## src/tlb_settings.svh

```systemverilog
// widths, geometry and register map shared by the package and the RTL
// way and set counts must stay powers of two, pages are fixed at 4 KB
`ifndef TLB_SETTINGS_SVH
`define TLB_SETTINGS_SVH

// geometry
`define TLB_WAYS 4
`define TLB_WAY_BITS 2
`define TLB_SET_BITS 6
`define TLB_SETS (1 << `TLB_SET_BITS)

// address widths
`define TLB_VA_BITS 32
`define TLB_PA_BITS 32
`define TLB_PAGE_BITS 12
`define TLB_ASID_BITS 8
`define TLB_VPN_BITS (`TLB_VA_BITS - `TLB_PAGE_BITS)
`define TLB_PPN_BITS (`TLB_PA_BITS - `TLB_PAGE_BITS)
`define TLB_TAG_BITS (`TLB_VPN_BITS - `TLB_SET_BITS)
// valid, global, rwx, asid, ppn, tag
`define TLB_ENTRY_BITS (5 + `TLB_ASID_BITS + `TLB_PPN_BITS + `TLB_TAG_BITS)

// AXI4-Lite register map, byte offsets
`define TLB_AXI_ADDR_BITS 5
`define TLB_REG_TAG 5'h00
`define TLB_REG_DATA 5'h04
`define TLB_REG_CMD 5'h08
`define TLB_REG_MISS 5'h0C
`define TLB_RESP_OKAY 2'b00
`define TLB_RESP_SLVERR 2'b10

`endif

```

## src/tlb_pkg.sv

```systemverilog
// field types for the TLB
// permission bits are ordered read, write, execute from bit 0 up
`include "tlb_settings.svh"

package tlb_pkg;

	// addresses and page numbers
	typedef logic [`TLB_VA_BITS-1:0] vaddr_t;
	typedef logic [`TLB_PA_BITS-1:0] paddr_t;
	typedef logic [`TLB_VPN_BITS-1:0] vpn_t;
	typedef logic [`TLB_PPN_BITS-1:0] ppn_t;
	typedef logic [`TLB_ASID_BITS-1:0] asid_t;

	// set index is the low part of the vpn, the tag is the rest
	typedef logic [`TLB_SET_BITS-1:0] set_idx_t;
	typedef logic [`TLB_TAG_BITS-1:0] vtag_t;
	typedef logic [`TLB_WAY_BITS-1:0] way_idx_t;
	typedef logic [2:0] perm_t;

	// stored entry, top down: valid, global, perm, asid, ppn, tag
	typedef logic [`TLB_ENTRY_BITS-1:0] tlb_entry_t;

	// access kind presented with each lookup
	typedef logic [1:0] acc_kind_t;
	localparam acc_kind_t ACC_READ = 2'd0;
	localparam acc_kind_t ACC_WRITE = 2'd1;
	localparam acc_kind_t ACC_EXEC = 2'd2;

	// controller FSM
	typedef enum logic [0:0] {
		ST_CLEAR,
		ST_RUN
	} ctrl_state_e;

endpackage

```

## src/tlb_way_ram.sv

```systemverilog
// storage for one TLB way, one entry per set, contents have no reset
// registered read, a same-cycle write to the read set returns the old entry
`include "tlb_settings.svh"

module tlb_way_ram (
	input  logic                clk_g,
	input  logic                we_i,
	input  tlb_pkg::set_idx_t   wr_idx_i,
	input  tlb_pkg::tlb_entry_t wr_entry_i,
	input  logic                re_i,
	input  tlb_pkg::set_idx_t   rd_idx_i,
	output tlb_pkg::tlb_entry_t rd_entry_o
);
	import tlb_pkg::*;

	tlb_entry_t mem [`TLB_SETS];

	// write port, commit or clear walk
	always_ff @(posedge clk_g) begin
		if (we_i) begin
			mem[wr_idx_i] <= wr_entry_i;
		end
	end

	// read port
	// nonblocking read sees the contents from before this edge
	always_ff @(posedge clk_g) begin
		if (re_i) begin
			rd_entry_o <= mem[rd_idx_i];
		end
	end

endmodule
```

## config.mk

```make
export PLATFORM = sky130hd
export DESIGN_NAME = tlb_way_ram
export DESIGN_NICKNAME = d
export VERILOG_FILES = /design/src/tlb_pkg.sv /design/src/tlb_way_ram.sv
export VERILOG_INCLUDE_DIRS = /design/src
export SDC_FILE = /design/constraint.sdc
export NUM_CORES = 2
export LEC_CHECK = 0
export BUFFER_PORTS_ARGS = -buffer_cell sky130_fd_sc_hd__buf_2
export CAP_MARGIN = 20
export CORE_ASPECT_RATIO = 1.75
export CORE_MARGIN = 4
export CORE_UTILIZATION = 45
export CTS_CLUSTER_SIZE = 28
export DETAILED_ROUTE_END_ITERATION = 12
export GPL_TIMING_DRIVEN = 0
export PLACE_DENSITY = 0.67
export SLEW_MARGIN = 20
export SYNTH_ARGS = -nofsm -noshare
export SYNTH_HDL_FRONTEND = slang
export SYNTH_SLANG_ARGS = --single-unit
```

## constraint.sdc

```tcl
create_clock -name clk_g -period 13.85 [get_ports clk_g]
set_input_delay 2.77 -clock clk_g [delete_from_list [all_inputs] [get_ports clk_g]]
set_output_delay 2.77 -clock clk_g [all_outputs]
set_load 0.1 [all_outputs]
```

==> impl_metrics.toml <==
[status]
outcome = "completed"

[cells_and_area]
fin_util_pct = 52.0
drive_above_1_share_pct = 29.2
final_area_um2 = 133000
nNetsFinal = 5487
fin_cells = 8970
area_growth_pct = 15.0

[synthesis]
synth_area_um2 = 115000
ys_seq_area_share_pct = 79.6
synthDistinctLibCells = 36
yosysMostFrequentCell = "edfxtp_1"
yosysTopAreaCell = "edfxtp_1"
avgSynthCellArea_um2 = 23.6
synth_common_cells = "3055 x edfxtp_1, 720 x mux4_2, 173 x o22ai_1, 112 x mux2i_1, 103 x clkbuf_1"
synth_edf_count = 3055
synthCells = 4890
synth-seq-cells = 3055
yosys_warnings = 0
syn-num-nets = 4952
ys_top_cells_by_area = "edfxtp_1 80%, mux4_2 14%, mux2i_1 0.97%"
ys.flop_type = "edfxtp_1"
async_flop_share_pct = 0
yosysTopAreaCellShare_pct = 79.6

[floorplanning]
start_util_pct = 45.2
rows = 245
ios = 109
dieArea_um2 = 265000
dieHeight_um = 678
core_area_um2 = 255000
die_w_um = 391

[cts]
cts_buffer_depth = 4
cts_root_buffer = "clkbuf_16"
clk_pin_slew_ns = 0.07
cts_buffers = 247
h-tree-depth = 4
cts.sinks = 3055
hold_buffers = 0
worstSkewPairLatency_ns = 0.91
post_cts_buffers = 0
cts_resized = 0
cts_tree = "done"

[sta]
whs_ns = 0.980
finClkSkew_ns = 0.0423
fmax_ghz = 0.168
worst_slew_pin_slew_ns = 1.23
drv_slew = 0
period_share_pct = 43.1
slew_headroom_pct = 17.9
timing.setup.tns_ns = 0
rsz0062_at_grt = "false"
worst_slack_ns = 7.88
finalSetupViolCount = 0
timing.final.hold_violations = 0
layout_min_cycle_time_ns = 5.97

[power_and_ir_drop]
switching_share_pct = 21.9
combPwrFrac_pct = 6.0
totalPowerFinal_mw = 18.5
leakage_nw = 40.9
powerDensity_nw_per_um2 = 139
peakVddDrop_uv = 112
p_clk_share_pct = 38.4
p_int_mw = 14.4
netSwitchingPower_mw = 4.04
seq_power_share_pct = 55.6

[worst_setup_path]
critPathRequiredTime_ns = 14.55
crit_type = "primary input to flop"
path_max_fanout = 10
cp.arrival_ns = 6.67
start_kind = "primary input"
critPathCaptureType = "flop"

[drt]
antenna_left = 0
num_vias = 56700
drcViolationCount = 0
drt_pass1_iterations = 5
drtIter0Drc = 7859
routed_wl_mm = 328
drt-vias-per-instance = 6.33
wl_per_cell_um = 36.5

[global_route]
antenna_found_initial = 31
grt_max_degree = 65
grt_util_all_layers_pct = 24.6
gr-total-overflow = 0
grt_first_pass_wirelength_mm = 455
grt_pass1_vias = 57600

[flow_run]
cap_violations = 0

[placed_design]
placed_area_um2 = 124000
dpl.hpwl_mm = 220
dpl.cell_count = 8506
gp_congestion = 0.846
portBuffers = 102
place_ws_ns = 7.01

[min_path]
hold_class = "flop to flop"
==> power by group through the flow <==
stage / registers, mW / clock network (mW) / logic (mW)
after floorplan: 10.6 / 0 / 0.481
after global placement: 10.5 / 0 / 1.04
after detailed placement: 10.5 / 0 / 1.09
after CTS: 10.3 / 7.13 / 1.10
after global routing: 10.3 / 7.52 / 1.14
final: 10.3 / 7.08 / 1.10
==> final timing paths <==
check | startpoint | end | slack (ns) | cells after the start
worst max-delay path | rd_idx_i[2] | rd_entry_o[29] | 7.88 | 9
worst min-delay path | mem[49][15] | rd_entry_o[15] | 0.98 | 4
worst max register to register | mem[5][14] | rd_entry_o[14] | 11.02 | 5
worst min register to register | mem[49][15] | rd_entry_o[15] | 0.98 | 4
==> worst max-delay path, cell delays in order <==
cell      delay, ns
buf_2          0.11
buf_2          0.37
buf_2          0.46
nor2_1         0.10
nand2_1        0.23
clkbuf_1       0.94
o22ai_1        0.21
nor4_1         1.05
o22a_1         0.42
==> cells in the final DEF (no fill, tap or decap), types with 8 or more instances in the layout <==
cell type and count:
edfxtp_1 3055, mux4_2 720, clkbuf_16 247, o22ai_1 173, buf_2 158, clkbuf_1 135
mux2i_1 112, buf_12 95, buf_4 92, buf_16 72, a21oi_1 69, nor2_4 62
o221ai_1 58, clkinv_1 53, clkinv_2 47, mux2_2 40, nor2_1 35, nor4_1 34
a221oi_1 33, o22a_1 31, bufinv_16 30, buf_6 27, nand2_1 24, a22oi_1 24
nor2b_1 20, o21ai_0 20, buf_1 18, clkinvlp_4 18, a22o_1 16, diode_2 13
nand3_1 13, nand2b_1 12, and3_1 8, o21a_1 8
==> area by class of cell <==
class                      instances  area (um^2)
sequential                      3055        91700
clock buffer                     285         6320
fill                           19000       122000
timing repair buffer             286         4630
buffer                           281         1520
tap                             3334         4170
clock inverter                   162         1620
antenna                           13         32.5
multi-input combinational       1554        22500
==> logic make-up (layout without fill, tap and decap cells) <==
kind of cell           after synthesis  count (layout)  share of synthesized area, %
other                                0              13                             0
flip-flops                        3055            3055                          79.6
AO/OA/AOI/OAI                      445             445                          2.66
AND/OR/NAND/NOR                    237             237                          1.01
buffers and inverters              281            1014                          1.31
multiplexers                       872             872                          15.4
==> sequential cells by signal (all words and copies together), names as in the netlist <==
| name | cells |
|---|---|
| rd_entry_o | 47 |
| mem | 3008 |
==> routing by layer <==
metal | global-route usage, % | routed length, um
met1 | 29.1 | 107000
met2 | 42.6 | 170000
met3 | 4.71 | 29300
met4 | 13.5 | 21700
met5 | 0 | 221
(Power assumes the default switching activity.)
