**config.mk**
```make
export PLATFORM = sky130hd
export DESIGN_NAME = tlb_lookup
export DESIGN_NICKNAME = d
export VERILOG_FILES = /design/src/tlb_pkg.sv /design/src/tlb_lookup.sv
export VERILOG_INCLUDE_DIRS = /design/src
export SDC_FILE = /design/constraint.sdc
export NUM_CORES = 1
export LEC_CHECK = 0
export BUFFER_PORTS_ARGS = -buffer_cell sky130_fd_sc_hd__buf_4
export CAP_MARGIN = 10
export CORE_AREA = 2 2 119 121
export DETAILED_ROUTE_END_ITERATION = 7
export DIE_AREA = 0 0 121 123
export PLACE_DENSITY = 0.72
export SYNTH_ARGS = -nofsm -noshare
export SYNTH_HDL_FRONTEND = slang
export SYNTH_SLANG_ARGS = --single-unit
```
**constraint.sdc**
```tcl
create_clock -name clk_g -period 2.65 [get_ports clk_g]
set_input_delay 0.265 -clock clk_g [delete_from_list [all_inputs] [get_ports clk_g]]
set_output_delay 0.265 -clock clk_g [all_outputs]
set_load 0.02 [all_outputs]
```
**src/tlb_settings.svh**
```systemverilog
// widths, geometry and register map shared by the package and the RTL
// way and set counts must stay powers of two, pages are fixed at 4 KB
`ifndef TLB_SETTINGS_SVH
`define TLB_SETTINGS_SVH

// geometry
`define TLB_WAYS 4
`define TLB_WAY_BITS 2
`define TLB_SET_BITS 6
`define TLB_SETS (1 << `TLB_SET_BITS)

// address widths
`define TLB_VA_BITS 32
`define TLB_PA_BITS 32
`define TLB_PAGE_BITS 12
`define TLB_ASID_BITS 8
`define TLB_VPN_BITS (`TLB_VA_BITS - `TLB_PAGE_BITS)
`define TLB_PPN_BITS (`TLB_PA_BITS - `TLB_PAGE_BITS)
`define TLB_TAG_BITS (`TLB_VPN_BITS - `TLB_SET_BITS)
// valid, global, rwx, asid, ppn, tag
`define TLB_ENTRY_BITS (5 + `TLB_ASID_BITS + `TLB_PPN_BITS + `TLB_TAG_BITS)

// AXI4-Lite register map, byte offsets
`define TLB_AXI_ADDR_BITS 5
`define TLB_REG_TAG 5'h00
`define TLB_REG_DATA 5'h04
`define TLB_REG_CMD 5'h08
`define TLB_REG_MISS 5'h0C
`define TLB_RESP_OKAY 2'b00
`define TLB_RESP_SLVERR 2'b10

`endif

```
**src/tlb_pkg.sv**
```systemverilog
// field types for the TLB
// permission bits are ordered read, write, execute from bit 0 up
`include "tlb_settings.svh"

package tlb_pkg;

	// addresses and page numbers
	typedef logic [`TLB_VA_BITS-1:0] vaddr_t;
	typedef logic [`TLB_PA_BITS-1:0] paddr_t;
	typedef logic [`TLB_VPN_BITS-1:0] vpn_t;
	typedef logic [`TLB_PPN_BITS-1:0] ppn_t;
	typedef logic [`TLB_ASID_BITS-1:0] asid_t;

	// set index is the low part of the vpn, the tag is the rest
	typedef logic [`TLB_SET_BITS-1:0] set_idx_t;
	typedef logic [`TLB_TAG_BITS-1:0] vtag_t;
	typedef logic [`TLB_WAY_BITS-1:0] way_idx_t;
	typedef logic [2:0] perm_t;

	// stored entry, top down: valid, global, perm, asid, ppn, tag
	typedef logic [`TLB_ENTRY_BITS-1:0] tlb_entry_t;

	// access kind presented with each lookup
	typedef logic [1:0] acc_kind_t;
	localparam acc_kind_t ACC_READ = 2'd0;
	localparam acc_kind_t ACC_WRITE = 2'd1;
	localparam acc_kind_t ACC_EXEC = 2'd2;

	// controller FSM
	typedef enum logic [0:0] {
		ST_CLEAR,
		ST_RUN
	} ctrl_state_e;

endpackage

```
**src/tlb_lookup.sv**
```systemverilog
// two-stage lookup, a request sampled at edge N is answered at edge N+2
// no back-pressure, a new request may be taken every cycle
// access kind 3 is reserved and faults on every hit
`include "tlb_settings.svh"

module tlb_lookup (
	input  logic                clk_g,
	input  logic                rst_i,
	input  logic                req_valid_i,
	input  tlb_pkg::vaddr_t     req_va_i,
	input  tlb_pkg::asid_t      req_asid_i,
	input  tlb_pkg::acc_kind_t  req_kind_i,
	output logic                ram_re_o,
	output tlb_pkg::set_idx_t   ram_idx_o,
	input  tlb_pkg::tlb_entry_t way_entry_i [`TLB_WAYS],
	output logic                resp_valid_o,
	output logic                resp_hit_o,
	output logic                resp_fault_o,
	output tlb_pkg::paddr_t     resp_pa_o,
	output logic                miss_o,
	output tlb_pkg::vaddr_t     miss_va_o
);
	import tlb_pkg::*;

	// stage 1 state, in step with the ram read
	logic      s1_valid;
	vaddr_t    s1_va;
	asid_t     s1_asid;
	acc_kind_t s1_kind;

	// per-way fields and the winning way
	logic [`TLB_WAYS-1:0] way_match;
	ppn_t  way_ppn [`TLB_WAYS];
	perm_t way_perm [`TLB_WAYS];
	logic  hit;
	ppn_t  hit_ppn;
	perm_t hit_perm;
	logic  perm_ok;

	// ==============================
	// stage 1: set index and request capture
	// ==============================
	assign ram_re_o = req_valid_i;
	assign ram_idx_o = req_va_i[`TLB_PAGE_BITS +: `TLB_SET_BITS];

	always_ff @(posedge clk_g) begin
		if (rst_i) begin
			s1_valid <= 1'b0;
		end else begin
			s1_valid <= req_valid_i;
		end
	end

	always_ff @(posedge clk_g) begin
		s1_va <= req_va_i;
		s1_asid <= req_asid_i;
		s1_kind <= req_kind_i;
	end

	// ==============================
	// stage 2: compare, pick, check
	// ==============================
	for (genvar w = 0; w < `TLB_WAYS; w++) begin : g_match
		logic  e_valid;
		logic  e_global;
		asid_t e_asid;
		vtag_t e_tag;

		assign {e_valid, e_global, way_perm[w], e_asid, way_ppn[w], e_tag} = way_entry_i[w];
		// global entries ignore the asid
		assign way_match[w] = e_valid
			&& (e_tag == s1_va[`TLB_VA_BITS-1 -: `TLB_TAG_BITS])
			&& (e_global || (e_asid == s1_asid));
	end

	always_comb begin
		hit = 1'b0;
		hit_ppn = '0;
		hit_perm = '0;
		// scan downward so the lowest matching way is kept
		for (int w = `TLB_WAYS - 1; w >= 0; w--) begin
			if (way_match[w]) begin
				hit = 1'b1;
				hit_ppn = way_ppn[w];
				hit_perm = way_perm[w];
			end
		end
		case (s1_kind)
			ACC_READ: perm_ok = hit_perm[0];
			ACC_WRITE: perm_ok = hit_perm[1];
			ACC_EXEC: perm_ok = hit_perm[2];
			default: perm_ok = 1'b0;
		endcase
	end

	// response flags, the miss pulse lasts one cycle per missing request
	always_ff @(posedge clk_g) begin
		if (rst_i) begin
			resp_valid_o <= 1'b0;
			resp_hit_o <= 1'b0;
			resp_fault_o <= 1'b0;
			miss_o <= 1'b0;
		end else begin
			resp_valid_o <= s1_valid;
			resp_hit_o <= s1_valid && hit;
			resp_fault_o <= s1_valid && hit && !perm_ok;
			miss_o <= s1_valid && !hit;
		end
	end

	// pa is ppn joined with the page offset, zero on a miss
	always_ff @(posedge clk_g) begin
		resp_pa_o <= hit ? {hit_ppn, s1_va[`TLB_PAGE_BITS-1:0]} : '0;
		miss_va_o <= s1_va;
	end

	// each request ends two edges later as exactly one of hit or miss
	a_resp_outcome: assert property (@(posedge clk_g) disable iff (rst_i)
		req_valid_i |-> ##2 (resp_valid_o && (resp_hit_o != miss_o)));

	// hit and miss stay low between responses
	a_resp_quiet: assert property (@(posedge clk_g) disable iff (rst_i)
		!resp_valid_o |-> !(resp_hit_o || miss_o));

endmodule

```
==> summary.txt <==
Min path
  • Worst Hold Depth: 1
  • Min-Delay Path Class: in -> reg

STA
  • Fin crit period: 2720 ps
  • Final setup viols: 20
  • Worst slew pin tran: 407 ps
  • Final worst-path cycle share: 103%
  • Crit path setup slack, layout: -67.3 ps
  • Max Slew Vio Count: 0
  • Highest clock rate: 368 MHz
  • Clk_skew: 14.1 ps
  • Final setup TNS: -581 ps
  • RSZ-0062 raised after global routing: yes
  • Slew Limit Headroom: 72.8%
  • Final Hold Vio Count: 0

Synthesis
  • Prevailing post-synth register cell: dfxtp_1
  • Asr flop ratio synth: 0%
  • Post-synth EDFFs: 0
  • Leading area contributor after synthesis: dfxtp_1
  • Post-synth top area share: 50.6%
  • Ys Warns: 0
  • Cell count after synthesis: approximately 380
  • Synth cell types: 31
  • Synth Register Bits: 111
  • Mean Syn Cell Area: 11.5 sq um
  • Mapped Area: 0.00439 sq mm
  • Seq/Total Area, Yosys: 50.6%
  • Synth area leaders: dfxtp_1, mux2_2, xnor2_1, xor2_1, mux2_1
  • Syn nets: 614

Die
  • Die ar.: 0.0149 sq mm
  • Starting Density: between 30% and 40%
  • I/O Pins: 308
  • Row count: 43
  • Core Footprint: 0.0136 sq mm
  • Die span in y: 123 um
  • DIE WIDTH: ~120 um

Clock network
  • Clock Latency Late Sink: 350 ps
  • Clock Root Buffer: clkbuf_16
  • Clock sinks: approximately 110
  • H-tree levels: 3
  • Reg clk slew, reported paths: 80 ps
  • CTS tree: built
  • TritonCTS Buffers: 9
  • Bufs on Longest Clock Path: 2

Setup path
  • CP Capture Type: register
  • Worst R2R End: resp_pa_o[29]
  • CP required: 2890 ps
  • Worst Path Max Fanout: 15
  • Classification of the worst setup path: reg -> reg
  • Critical Path AT: 2950 ps
  • Reg2reg start: s1_va[29]
  • Worst setup path start: s1_va[29]
  • R2R cell count: 8
  • R2r setup slk: -70 ps
  • Setup crit end: resp_pa_o[29]
  • CP Launch Type: register

Routing
  • TritonRoute pass-1 iters: 4
  • DRT iter0 DRCs: 110
  • Final ANT Viol Nets: 0
  • Post-route DRC violation count: 0
  • Wirelength, routed: 15.0 mm
  • Per-cell routed wire length: 16.8 um
  • Total vias in the final route: 4041
  • Via density: 4.55

Placed design
  • Dpl hpwl: ~12 mm
  • IO buf count: 307
  • Routability Congestion: ~0.92

Pwr
  • Worst vdd ir: 0.449 mV
  • PwrDens: 502 mW/mm^2
  • Total Power: 3.76 mW
  • Pint: 2.86 mW
  • Clock Power Share: about two fifths
  • Switching share of power: 23.8%
  • Sequential power share: 46.8%
  • Switching Power: 894 uW
  • Combinational power share: between 10% and 20%
  • Pleak: 3.77 nW

Run status
  • Status: finished, violations left
  • Failing checks: negative setup slack

Final layout
  • Share of post-route cells with drive strength above 1: between 50% and 60%
  • Most common cell after layout, fill and taps aside: buf_4
  • Diodes inserted: 0
  • Layout area overhead: 70.6%
  • Most frequent cells in the layout: buf_4, dfxtp_1, xnor2_1, xor2_1, mux2_4
  • Nets: between 900 and 1000

Global route
  • Largest net degree at the start of global routing: 25
  • GRT Util Overall: 19.1%
  • Initial antenna violation count: 0
  • First-pass GRT wire length: between 20 and 25 mm
  • Vias in the first global route: 4245
  • GR Overflow Total: 0

Run
  • Max cap viols: 0
## layer usage
layer	track usage [%]	wire [um]
met5	0	0
met4	7.63	439
met3	5.35	1220
met2	33.3	7460
met1	22.2	5850
## worst max-delay path, cell delays in order (launching register included)
cell	delay [ps]
dfxtp_2	330
xor2_1	150
nor4_1	290
nand4_1	210
or4_4	590
buf_12	190
mux2_1	310
mux2_2	270
mux2_2	260
## per-stage QoR
stage / hold WS (ps) / worst slack [ps] / cells / cell area [sq um] / utilization [%]
finish: 18.8 / -67.3 / 889 / 7490 / 55.0
global route: 0.267 / -71.8 / 889 / 7490 / 55.0
CTS: 0.735 / -33.2 / 888 / 7360 / 54.1
detailed placement: 313 / -255 / 871 / 7020 / 51.5
global placement: 312 / -244 / 871 / 7020 / 51.5
floorplan: 293 / 2.82 / 381 / 4390 / -
## synthesized netlist by cell type (5+ instances only)
master    number
dfxtp_1      111
xnor2_1       46
xor2_1        42
mux2_2        38
and3_1        22
mux2_1        20
clkbuf_1      15
nand4_1       14
and2_1        13
nor4_1        11
buf_4          7
inv_1          6
nand2_1        6
a21oi_1        5
## state kept, by name (all words and copies together), names as in the netlist
| signal | count |
|---|---|
| resp_valid_o | 1 |
| s1_kind | 2 |
| resp_fault_o | 1 |
| s1_va | 32 |
| resp_hit_o | 1 |
| s1_asid | 8 |
| s1_valid | 1 |
| miss_va_o | 32 |
| resp_pa_o | 32 |
| miss_o | 1 |
## worst min-delay path by stage
stage	from	end	slack (ps)
after floorplan	req_asid_i[0]	s1_asid[0]	290
after global placement	s1_va[17]	miss_va_o[17]	310
after detailed placement	s1_va[15]	miss_va_o[15]	310
after CTS	req_asid_i[2]	s1_asid[2]	0.7
after global routing	req_asid_i[1]	s1_asid[1]	0.3
final	req_asid_i[1]	s1_asid[1]	20
## power groups by stage
| stage | clock network [mW] | registers [mW] | logic, mW |
|---|---|---|---|
| floorplan | 0 | 1.84 | 0.143 |
| global placement | 0 | 1.80 | 0.553 |
| detailed placement | 0 | 1.80 | 0.562 |
| CTS | 1.46 | 1.76 | 0.566 |
| global route | 1.54 | 1.77 | 0.607 |
| finish | 1.43 | 1.76 | 0.567 |
## cell type report
type                       instances  area [sq um]
sequential                       111          2220
clock inverter                     6          80.1
multi-input combinational        238          2140
fill                            1211          6120
timing repair buffer             338          2560
inverter                           6          22.5
clock buffer                      10           239
tap                              180           225
## cells by family after synthesis
group | Yosys count | synth area share [%]
and+or+nand+nor | 77 | 10.7
DFF | 111 | 50.6
xor gates and xnor gates | 88 | 17.6
AOI/OAI and AO/OA | 12 | 2.08
buffers and inverters | 32 | 3.42
muxes | 61 | 15.7
## repair_timing
item	CTS	global route
resized for setup	4	33
endpoints found under the hold margin	1	1
buffers inserted	0	0
pin swaps	3	0
setup endpoints to repair	20	32
hold buffers	1	1
Note: power is estimated with default switching activity, not from simulation.
