$ cat config.mk
export PLATFORM = sky130hd
export DESIGN_NAME = tlb_axil_ctrl
export DESIGN_NICKNAME = d
export VERILOG_FILES = /design/src/tlb_pkg.sv /design/src/tlb_axil_ctrl.sv
export VERILOG_INCLUDE_DIRS = /design/src
export SDC_FILE = /design/constraint.sdc
export NUM_CORES = 1
export LEC_CHECK = 0
export ABC_AREA = 1
export BUFFER_PORTS_ARGS = -buffer_cell sky130_fd_sc_hd__buf_2
export CORE_MARGIN = 2
export CORE_UTILIZATION = 52
export CTS_CLUSTER_SIZE = 25
export DETAILED_ROUTE_END_ITERATION = 7
export PLACE_DENSITY = 0.81
export REMOVE_ABC_BUFFERS = 1
export SETUP_SLACK_MARGIN = 0.2
export SKIP_LAST_GASP = 1
export SYNTH_ARGS = -nofsm -noshare
export SYNTH_HDL_FRONTEND = slang
export SYNTH_SLANG_ARGS = --single-unit
$ cat constraint.sdc
create_clock -name clk_g -period 1.8 [get_ports clk_g]
set_clock_uncertainty 0.15 [all_clocks]
set_input_delay 0.27 -clock clk_g [delete_from_list [all_inputs] [get_ports clk_g]]
set_output_delay 0.27 -clock clk_g [all_outputs]
set_load 0.01 [all_outputs]
$ cat src/tlb_settings.svh
// widths, geometry and register map shared by the package and the RTL
// way and set counts must stay powers of two, pages are fixed at 4 KB
`ifndef TLB_SETTINGS_SVH
`define TLB_SETTINGS_SVH

// geometry
`define TLB_WAYS 4
`define TLB_WAY_BITS 2
`define TLB_SET_BITS 6
`define TLB_SETS (1 << `TLB_SET_BITS)

// address widths
`define TLB_VA_BITS 32
`define TLB_PA_BITS 32
`define TLB_PAGE_BITS 12
`define TLB_ASID_BITS 8
`define TLB_VPN_BITS (`TLB_VA_BITS - `TLB_PAGE_BITS)
`define TLB_PPN_BITS (`TLB_PA_BITS - `TLB_PAGE_BITS)
`define TLB_TAG_BITS (`TLB_VPN_BITS - `TLB_SET_BITS)
// valid, global, rwx, asid, ppn, tag
`define TLB_ENTRY_BITS (5 + `TLB_ASID_BITS + `TLB_PPN_BITS + `TLB_TAG_BITS)

// AXI4-Lite register map, byte offsets
`define TLB_AXI_ADDR_BITS 5
`define TLB_REG_TAG 5'h00
`define TLB_REG_DATA 5'h04
`define TLB_REG_CMD 5'h08
`define TLB_REG_MISS 5'h0C
`define TLB_RESP_OKAY 2'b00
`define TLB_RESP_SLVERR 2'b10

`endif

$ cat src/tlb_pkg.sv
// field types for the TLB
// permission bits are ordered read, write, execute from bit 0 up
`include "tlb_settings.svh"

package tlb_pkg;

	// addresses and page numbers
	typedef logic [`TLB_VA_BITS-1:0] vaddr_t;
	typedef logic [`TLB_PA_BITS-1:0] paddr_t;
	typedef logic [`TLB_VPN_BITS-1:0] vpn_t;
	typedef logic [`TLB_PPN_BITS-1:0] ppn_t;
	typedef logic [`TLB_ASID_BITS-1:0] asid_t;

	// set index is the low part of the vpn, the tag is the rest
	typedef logic [`TLB_SET_BITS-1:0] set_idx_t;
	typedef logic [`TLB_TAG_BITS-1:0] vtag_t;
	typedef logic [`TLB_WAY_BITS-1:0] way_idx_t;
	typedef logic [2:0] perm_t;

	// stored entry, top down: valid, global, perm, asid, ppn, tag
	typedef logic [`TLB_ENTRY_BITS-1:0] tlb_entry_t;

	// access kind presented with each lookup
	typedef logic [1:0] acc_kind_t;
	localparam acc_kind_t ACC_READ = 2'd0;
	localparam acc_kind_t ACC_WRITE = 2'd1;
	localparam acc_kind_t ACC_EXEC = 2'd2;

	// controller FSM
	typedef enum logic [0:0] {
		ST_CLEAR,
		ST_RUN
	} ctrl_state_e;

endpackage

$ cat src/tlb_axil_ctrl.sv
// AXI4-Lite register port, entry commit and reset clear walk
// wstrb is ignored, every write is taken as a full 32-bit write
// all ready signals stay low for the 64-cycle clear walk after reset
// CMD reads back as zero, MISS is read-only
`include "tlb_settings.svh"

module tlb_axil_ctrl (
	input  logic                          clk_g,
	input  logic                          rst_i,
	input  logic [`TLB_AXI_ADDR_BITS-1:0] s_awaddr_i,
	input  logic                          s_awvalid_i,
	output logic                          s_awready_o,
	input  logic [31:0]                   s_wdata_i,
	input  logic [3:0]                    s_wstrb_i,
	input  logic                          s_wvalid_i,
	output logic                          s_wready_o,
	output logic [1:0]                    s_bresp_o,
	output logic                          s_bvalid_o,
	input  logic                          s_bready_i,
	input  logic [`TLB_AXI_ADDR_BITS-1:0] s_araddr_i,
	input  logic                          s_arvalid_i,
	output logic                          s_arready_o,
	output logic [31:0]                   s_rdata_o,
	output logic [1:0]                    s_rresp_o,
	output logic                          s_rvalid_o,
	input  logic                          s_rready_i,
	output logic                          ready_o,
	output logic [`TLB_WAYS-1:0]          ram_we_o,
	output tlb_pkg::set_idx_t             ram_idx_o,
	output tlb_pkg::tlb_entry_t           ram_entry_o,
	input  logic                          miss_i,
	input  tlb_pkg::vaddr_t               miss_va_i
);
	import tlb_pkg::*;

	ctrl_state_e state_q;
	set_idx_t    clr_idx_q;
	// trails the FSM by one cycle so the last clear write lands first
	logic        ready_q;

	// staged TAG and DATA fields
	vpn_t   tag_vpn_q;
	asid_t  tag_asid_q;
	ppn_t   dat_ppn_q;
	perm_t  dat_perm_q;
	logic   dat_global_q;
	logic   dat_valid_q;
	vaddr_t miss_va_q;

	logic     wr_fire;
	logic     rd_fire;
	way_idx_t cmd_way;

	// ==============================
	// handshakes
	// ==============================
	// address and data must arrive together, one response outstanding
	assign wr_fire = ready_q && s_awvalid_i && s_wvalid_i && !s_bvalid_o;
	assign rd_fire = ready_q && s_arvalid_i && !s_rvalid_o;
	assign s_awready_o = wr_fire;
	assign s_wready_o = wr_fire;
	assign s_arready_o = rd_fire;
	assign ready_o = ready_q;
	assign cmd_way = s_wdata_i[`TLB_WAY_BITS-1:0];

	// ==============================
	// FSM and way write enables
	// ==============================
	always_ff @(posedge clk_g) begin
		if (rst_i) begin
			state_q <= ST_CLEAR;
			clr_idx_q <= '0;
			ready_q <= 1'b0;
			ram_we_o <= '0;
		end else begin
			ready_q <= (state_q == ST_RUN);
			ram_we_o <= '0;
			case (state_q)
				ST_CLEAR: begin
					// every way at once, one set per cycle
					ram_we_o <= '1;
					clr_idx_q <= clr_idx_q + 1'b1;
					if (&clr_idx_q) begin
						state_q <= ST_RUN;
					end
				end
				ST_RUN: begin
					// CMD write lands in the ram on the next edge
					if (wr_fire && (s_awaddr_i == `TLB_REG_CMD)) begin
						ram_we_o[cmd_way] <= 1'b1;
					end
				end
				default: state_q <= ST_CLEAR;
			endcase
		end
	end

	// write payload, zero entry while clearing
	always_ff @(posedge clk_g) begin
		if (state_q == ST_CLEAR) begin
			ram_idx_o <= clr_idx_q;
			ram_entry_o <= '0;
		end else begin
			ram_idx_o <= tag_vpn_q[`TLB_SET_BITS-1:0];
			ram_entry_o <= {dat_valid_q, dat_global_q, dat_perm_q, tag_asid_q, dat_ppn_q,
				tag_vpn_q[`TLB_VPN_BITS-1 -: `TLB_TAG_BITS]};
		end
	end

	// ==============================
	// write channel and staging registers
	// ==============================
	always_ff @(posedge clk_g) begin
		if (rst_i) begin
			s_bvalid_o <= 1'b0;
			s_bresp_o <= `TLB_RESP_OKAY;
			tag_vpn_q <= '0;
			tag_asid_q <= '0;
			dat_ppn_q <= '0;
			dat_perm_q <= '0;
			dat_global_q <= 1'b0;
			dat_valid_q <= 1'b0;
		end else begin
			if (s_bvalid_o && s_bready_i) begin
				s_bvalid_o <= 1'b0;
			end
			if (wr_fire) begin
				s_bvalid_o <= 1'b1;
				s_bresp_o <= `TLB_RESP_OKAY;
				case (s_awaddr_i)
					// vpn in 19:0, asid in 27:20
					`TLB_REG_TAG: begin
						tag_vpn_q <= s_wdata_i[`TLB_VPN_BITS-1:0];
						tag_asid_q <= s_wdata_i[`TLB_VPN_BITS +: `TLB_ASID_BITS];
					end
					// ppn in 19:0, rwx in 22:20, global 23, valid 24
					`TLB_REG_DATA: begin
						dat_ppn_q <= s_wdata_i[`TLB_PPN_BITS-1:0];
						dat_perm_q <= s_wdata_i[`TLB_PPN_BITS +: 3];
						dat_global_q <= s_wdata_i[`TLB_PPN_BITS + 3];
						dat_valid_q <= s_wdata_i[`TLB_PPN_BITS + 4];
					end
					`TLB_REG_CMD: begin
						// commit handled by the FSM
					end
					default: s_bresp_o <= `TLB_RESP_SLVERR;
				endcase
			end
		end
	end

	// ==============================
	// read channel
	// ==============================
	always_ff @(posedge clk_g) begin
		if (rst_i) begin
			s_rvalid_o <= 1'b0;
			s_rresp_o <= `TLB_RESP_OKAY;
			s_rdata_o <= '0;
		end else begin
			if (s_rvalid_o && s_rready_i) begin
				s_rvalid_o <= 1'b0;
			end
			if (rd_fire) begin
				s_rvalid_o <= 1'b1;
				s_rresp_o <= `TLB_RESP_OKAY;
				s_rdata_o <= '0;
				case (s_araddr_i)
					`TLB_REG_TAG: s_rdata_o <= 32'({tag_asid_q, tag_vpn_q});
					`TLB_REG_DATA: s_rdata_o <= 32'({dat_valid_q, dat_global_q, dat_perm_q,
						dat_ppn_q});
					`TLB_REG_CMD: s_rdata_o <= '0;
					`TLB_REG_MISS: s_rdata_o <= miss_va_q;
					default: s_rresp_o <= `TLB_RESP_SLVERR;
				endcase
			end
		end
	end

	// most recent miss, software visible
	always_ff @(posedge clk_g) begin
		if (rst_i) begin
			miss_va_q <= '0;
		end else if (miss_i) begin
			miss_va_q <= miss_va_i;
		end
	end

	// single way on commit, every way only during the clear walk
	a_we_shape: assert property (@(posedge clk_g) disable iff (rst_i)
		$onehot0(ram_we_o) || ((&ram_we_o) && !ready_q));

	// write response held until taken
	a_bvalid_hold: assert property (@(posedge clk_g) disable iff (rst_i)
		(s_bvalid_o && !s_bready_i) |=> s_bvalid_o);

	// partial writes are not supported
	a_full_strobe: assert property (@(posedge clk_g) disable iff (rst_i)
		wr_fire |-> (&s_wstrb_i));

endmodule

==> reports/metrics.csv <==
stage,metric,value,unit
finish,Final Cell Area,0.009428,mm2
synth,Mapped Area,0.006953,mm2
placement,pre-CTS setup slack,155.5,ps
global_route,first-pass GRT wire length,32.62,mm
clock_tree,CTS tree,built,
timing,Fin. Hold Viols,0,
route,First-pass DRT Iterations,5,
clock_tree,"Reg clk slew, reported paths",70,ps
power,sw frac,23.50,%
finish,fillcell total,1012,
worst_setup_path,RR Startpoint,ready_o,
finish,register area,0.003726,mm2
global_route,Congestion Overflow GR,0,
finish,share of layout cells above drive strength 1,23.43,%
global_route,initial antenna violation count,1,
placement,Post-DP Area,0.008038,mm2
power,Lkg Pwr,4.535,nW
clock_tree,Inserted Clock Buffers,17,
route,Starting DRT DRC Count,562,
power,proportion of power drawn by the clock network,42.8,%
finish,area delta synth->final,35.59,%
timing,Final Setup Violations,0,
power,Flop pwr share,50.5,%
power,P_sw,1.959,mW
floorplanning,core area,0.01314,mm2
synth,"Seq/Total Area, Yosys",53.55,%
clock_tree,H-tree Lvls,4,
synth,Synth Area per Inst,7.674,um2
worst_setup_path,peak fanout along the critical path,5,
floorplanning,FP Rows,42,
worst_setup_path,flop2flop setup slack,230,ps
timing,fin. max-slew vios,0,
route,drt total wl,21.07,mm
power,PnR Total Power,8.338,mW
worst_setup_path,R2R depth,8,
power,peak supply drop,554.3,uV
synth,Syn. warnings,0,
floorplanning,Vert. Die Dim,119.6,um
timing,Fmax,0.6068,GHz
placement,GP Congestion,0.7980,
route,Detail Route Antenna Nets,0,
hold_path,hold depth,5,
hold_path,min-delay worst type,in2reg,
route,total number of vias,7005,
global_route,met1 Usage GRT,36.43,%
clock_tree,clk sinks,186,
floorplanning,die area,0.01431,mm2
placement,DP HPWL,12.07,mm
worst_setup_path,CP arrival,1230,ps
floorplanning,Initial Util,52.92,%
worst_setup_path,RR Endpoint,tag_vpn_q[16],
power,Internal,6.379,mW
route,routed len/inst,15.90,um
global_route,most used routing layer,met2,
synth,Post-Syn Instances,906,
worst_setup_path,crit-path cells,nand3_2 > nor2_4 > buf_6,
floorplanning,Boundary Pins,185,
worst_setup_path,CP required,1380,ps
power,pwr dens,884.4,mW/mm2
placement,I/O Buffers,174,
hold_path,hold path endpoint,dat_ppn_q[15],
power,Combinational Power Share,6.7,%
worst_setup_path,"slowest stage delay, CP",360,ps
timing,Min Hold Slack,145.6,ps
timing,minimum clock period,1648,ps
route,post-DR vias/cell,5.287,
timing,RSZ-0062 raised after global routing,yes,
finish,Multi-input gate area,0.002711,mm2
synth,Yosys cell types,23,
clock_tree,CTS root buffer,clkbuf_16,
worst_setup_path,CP startpoint kind,register,
finish,Final #Nets,1222,
worst_setup_path,crit end category,output port,
run_status,status,completed,
global_route,pin count of the biggest net entering global routing,56,
timing,Setup WS post-layout,152.0,ps
global_route,GR Util All Layers,29.25,%
route,DRC,0,
clock_tree,worst-skew pair later-pin latency,440,ps
synth,"FF+latch count, synth",186,
floorplanning,Die Wd,119.6,um
timing,period utilisation layout,91.56,%
global_route,GRT met2 Usage,47.75,%
global_route,vias in the first global route,6425,
hold_path,Hold Startpoint,s_awaddr_i[4],
global_route,met3 usage,7.890,%
flow_run,max_cap viols,0,
clock_tree,maximum clock path buffer count,2,
worst_setup_path,crit path kind,reg2out,
worst_setup_path,Slowest cell on crit path,dfxtp_2,
==> worst max-delay path: cells and delay by family, from the launching register on <==
family,cells,cell delay (ps)
buffers and inverters,1,140
AND/OR/NAND/NOR,2,290
flip-flops,1,360
==> area by class of cell <==
| type | count | area share (%) |
|---|---|---|
| Clock inverter | 13 | 1.274 |
| Clock buffer | 19 | 4.698 |
| Tap cell | 176 | 2.336 |
| Timing Repair Buffer | 273 | 20.64 |
| Antenna cell | 1 | 0.02654 |
| Sequential cell | 186 | 39.52 |
| Multi-Input combinational cell | 590 | 28.76 |
| Inverter | 67 | 2.747 |
==> worst max-delay path by stage <==
stage	from	to	slack [ps]	cells after the start
2_1_floorplan	s_araddr_i[0]	s_rdata_o[25]	-1020	7
3_3_place_gp	s_awaddr_i[1]	tag_asid_q[4]	190	7
3_5_place_dp	s_awaddr_i[1]	tag_vpn_q[9]	160	7
4_1_cts	ready_o	dat_ppn_q[12]	130	6
5_1_grt	ready_o	s_wready_o	110	3
6_report	ready_o	s_wready_o	150	3
==> registers in the layout (all words and copies together) (netlist names) <==
| name | cells |
|---|---|
| ram_entry_o | 47 |
| miss_va_q | 32 |
| s_rdata_o | 32 |
| dat_ppn_q | 20 |
| tag_vpn_q | 20 |
| tag_asid_q | 8 |
| clr_idx_q | 6 |
| ram_idx_o | 6 |
| ram_we_o | 4 |
| dat_perm_q | 3 |
| dat_global_q | 1 |
| dat_valid_q | 1 |
| ready_o | 1 |
| s_bresp_o | 1 |
| s_bvalid_o | 1 |
| s_rresp_o | 1 |
| s_rvalid_o | 1 |
| state_q | 1 |
==> cells in the mapped netlist <==
master | count | area share, %
nand3_1 | 64 | 4.6
a21oi_1 | 44 | 3.2
clkinv_1 | 2 | 0.11
dfxtp_1 | 186 | 54
o21ai_0 | 71 | 5.1
ha_1 | 1 | 0.18
nor2_1 | 186 | 10
nor3_1 | 5 | 0.36
nor3_2 | 2 | 0.29
conb_1 | 1 | 0.054
clkbuf_1 | 33 | 1.8
buf_6 | 6 | 0.97
inv_2 | 6 | 0.32
o21ai_1 | 20 | 1.4
buf_4 | 7 | 0.76
nand4_1 | 50 | 4.5
nor2_4 | 4 | 0.65
nand2_2 | 1 | 0.090
inv_1 | 59 | 3.2
buf_2 | 12 | 0.86
nand3_2 | 1 | 0.14
nand2_1 | 139 | 7.5
buf_1 | 6 | 0.32
==> repair_timing <==
action	CTS	global route
pin swaps	1	6
hold buffers	62	0
endpoints found under the setup margin	54	44
setup buffers	2	4
hold endpoints to repair	85	0
gates resized for setup	4	23
gates cloned	1	1
==> power by group through the flow <==
stage	Combinational, mW	Clock (mW)	Sequential (mW)
after detailed placement	0.427	0	4.30
after CTS	0.535	3.59	4.21
after global placement	0.422	0	4.30
after floorplan	0.168	0	4.30
after global routing	0.602	3.77	4.22
final	0.559	3.57	4.21
==> metrics by stage <==
stage                     std cells  util, %  setup TNS (ps)
after floorplan                 843        -          -36910
after global placement         1222    61.18               0
after detailed placement       1222    61.18               0
after CTS                      1319    70.63               0
after global routing           1325    71.76               0
final                          1325    71.76               0
==> per-layer routing <==
metal  part of all wire [%]  wire [um]
met1                     41       8615
met3                    9.1       1913
met4                    2.9        604
met5                      0          0
met2                     47       9932
==> cells in the final DEF, fill, tap and decap left out, drive strengths merged, types with 2 or more instances in the layout <==
cell type    count
nor3             7
nand2          140
clkbuf          20
o21ai           91
dfxtp          186
a21oi           44
conb             2
dlygate4sd3     62
nand3           65
buf            209
inv             69
nand4           50
clkinv           4
nor2           190
clkinvlp         6
==> cell families after synthesis <==
| logic type | count (synthesis) | synth area share, % |
|---|---|---|
| and+or+nand+nor | 452 | 28.18 |
| DFF | 186 | 53.55 |
| AOI/OAI and AO/OA | 135 | 9.718 |
| buffers and inverters | 131 | 8.314 |
| adders and majority gates | 1 | 0.1799 |
| other | 1 | 0.05393 |
No activity file was read; power rests on OpenSTA's default activity.
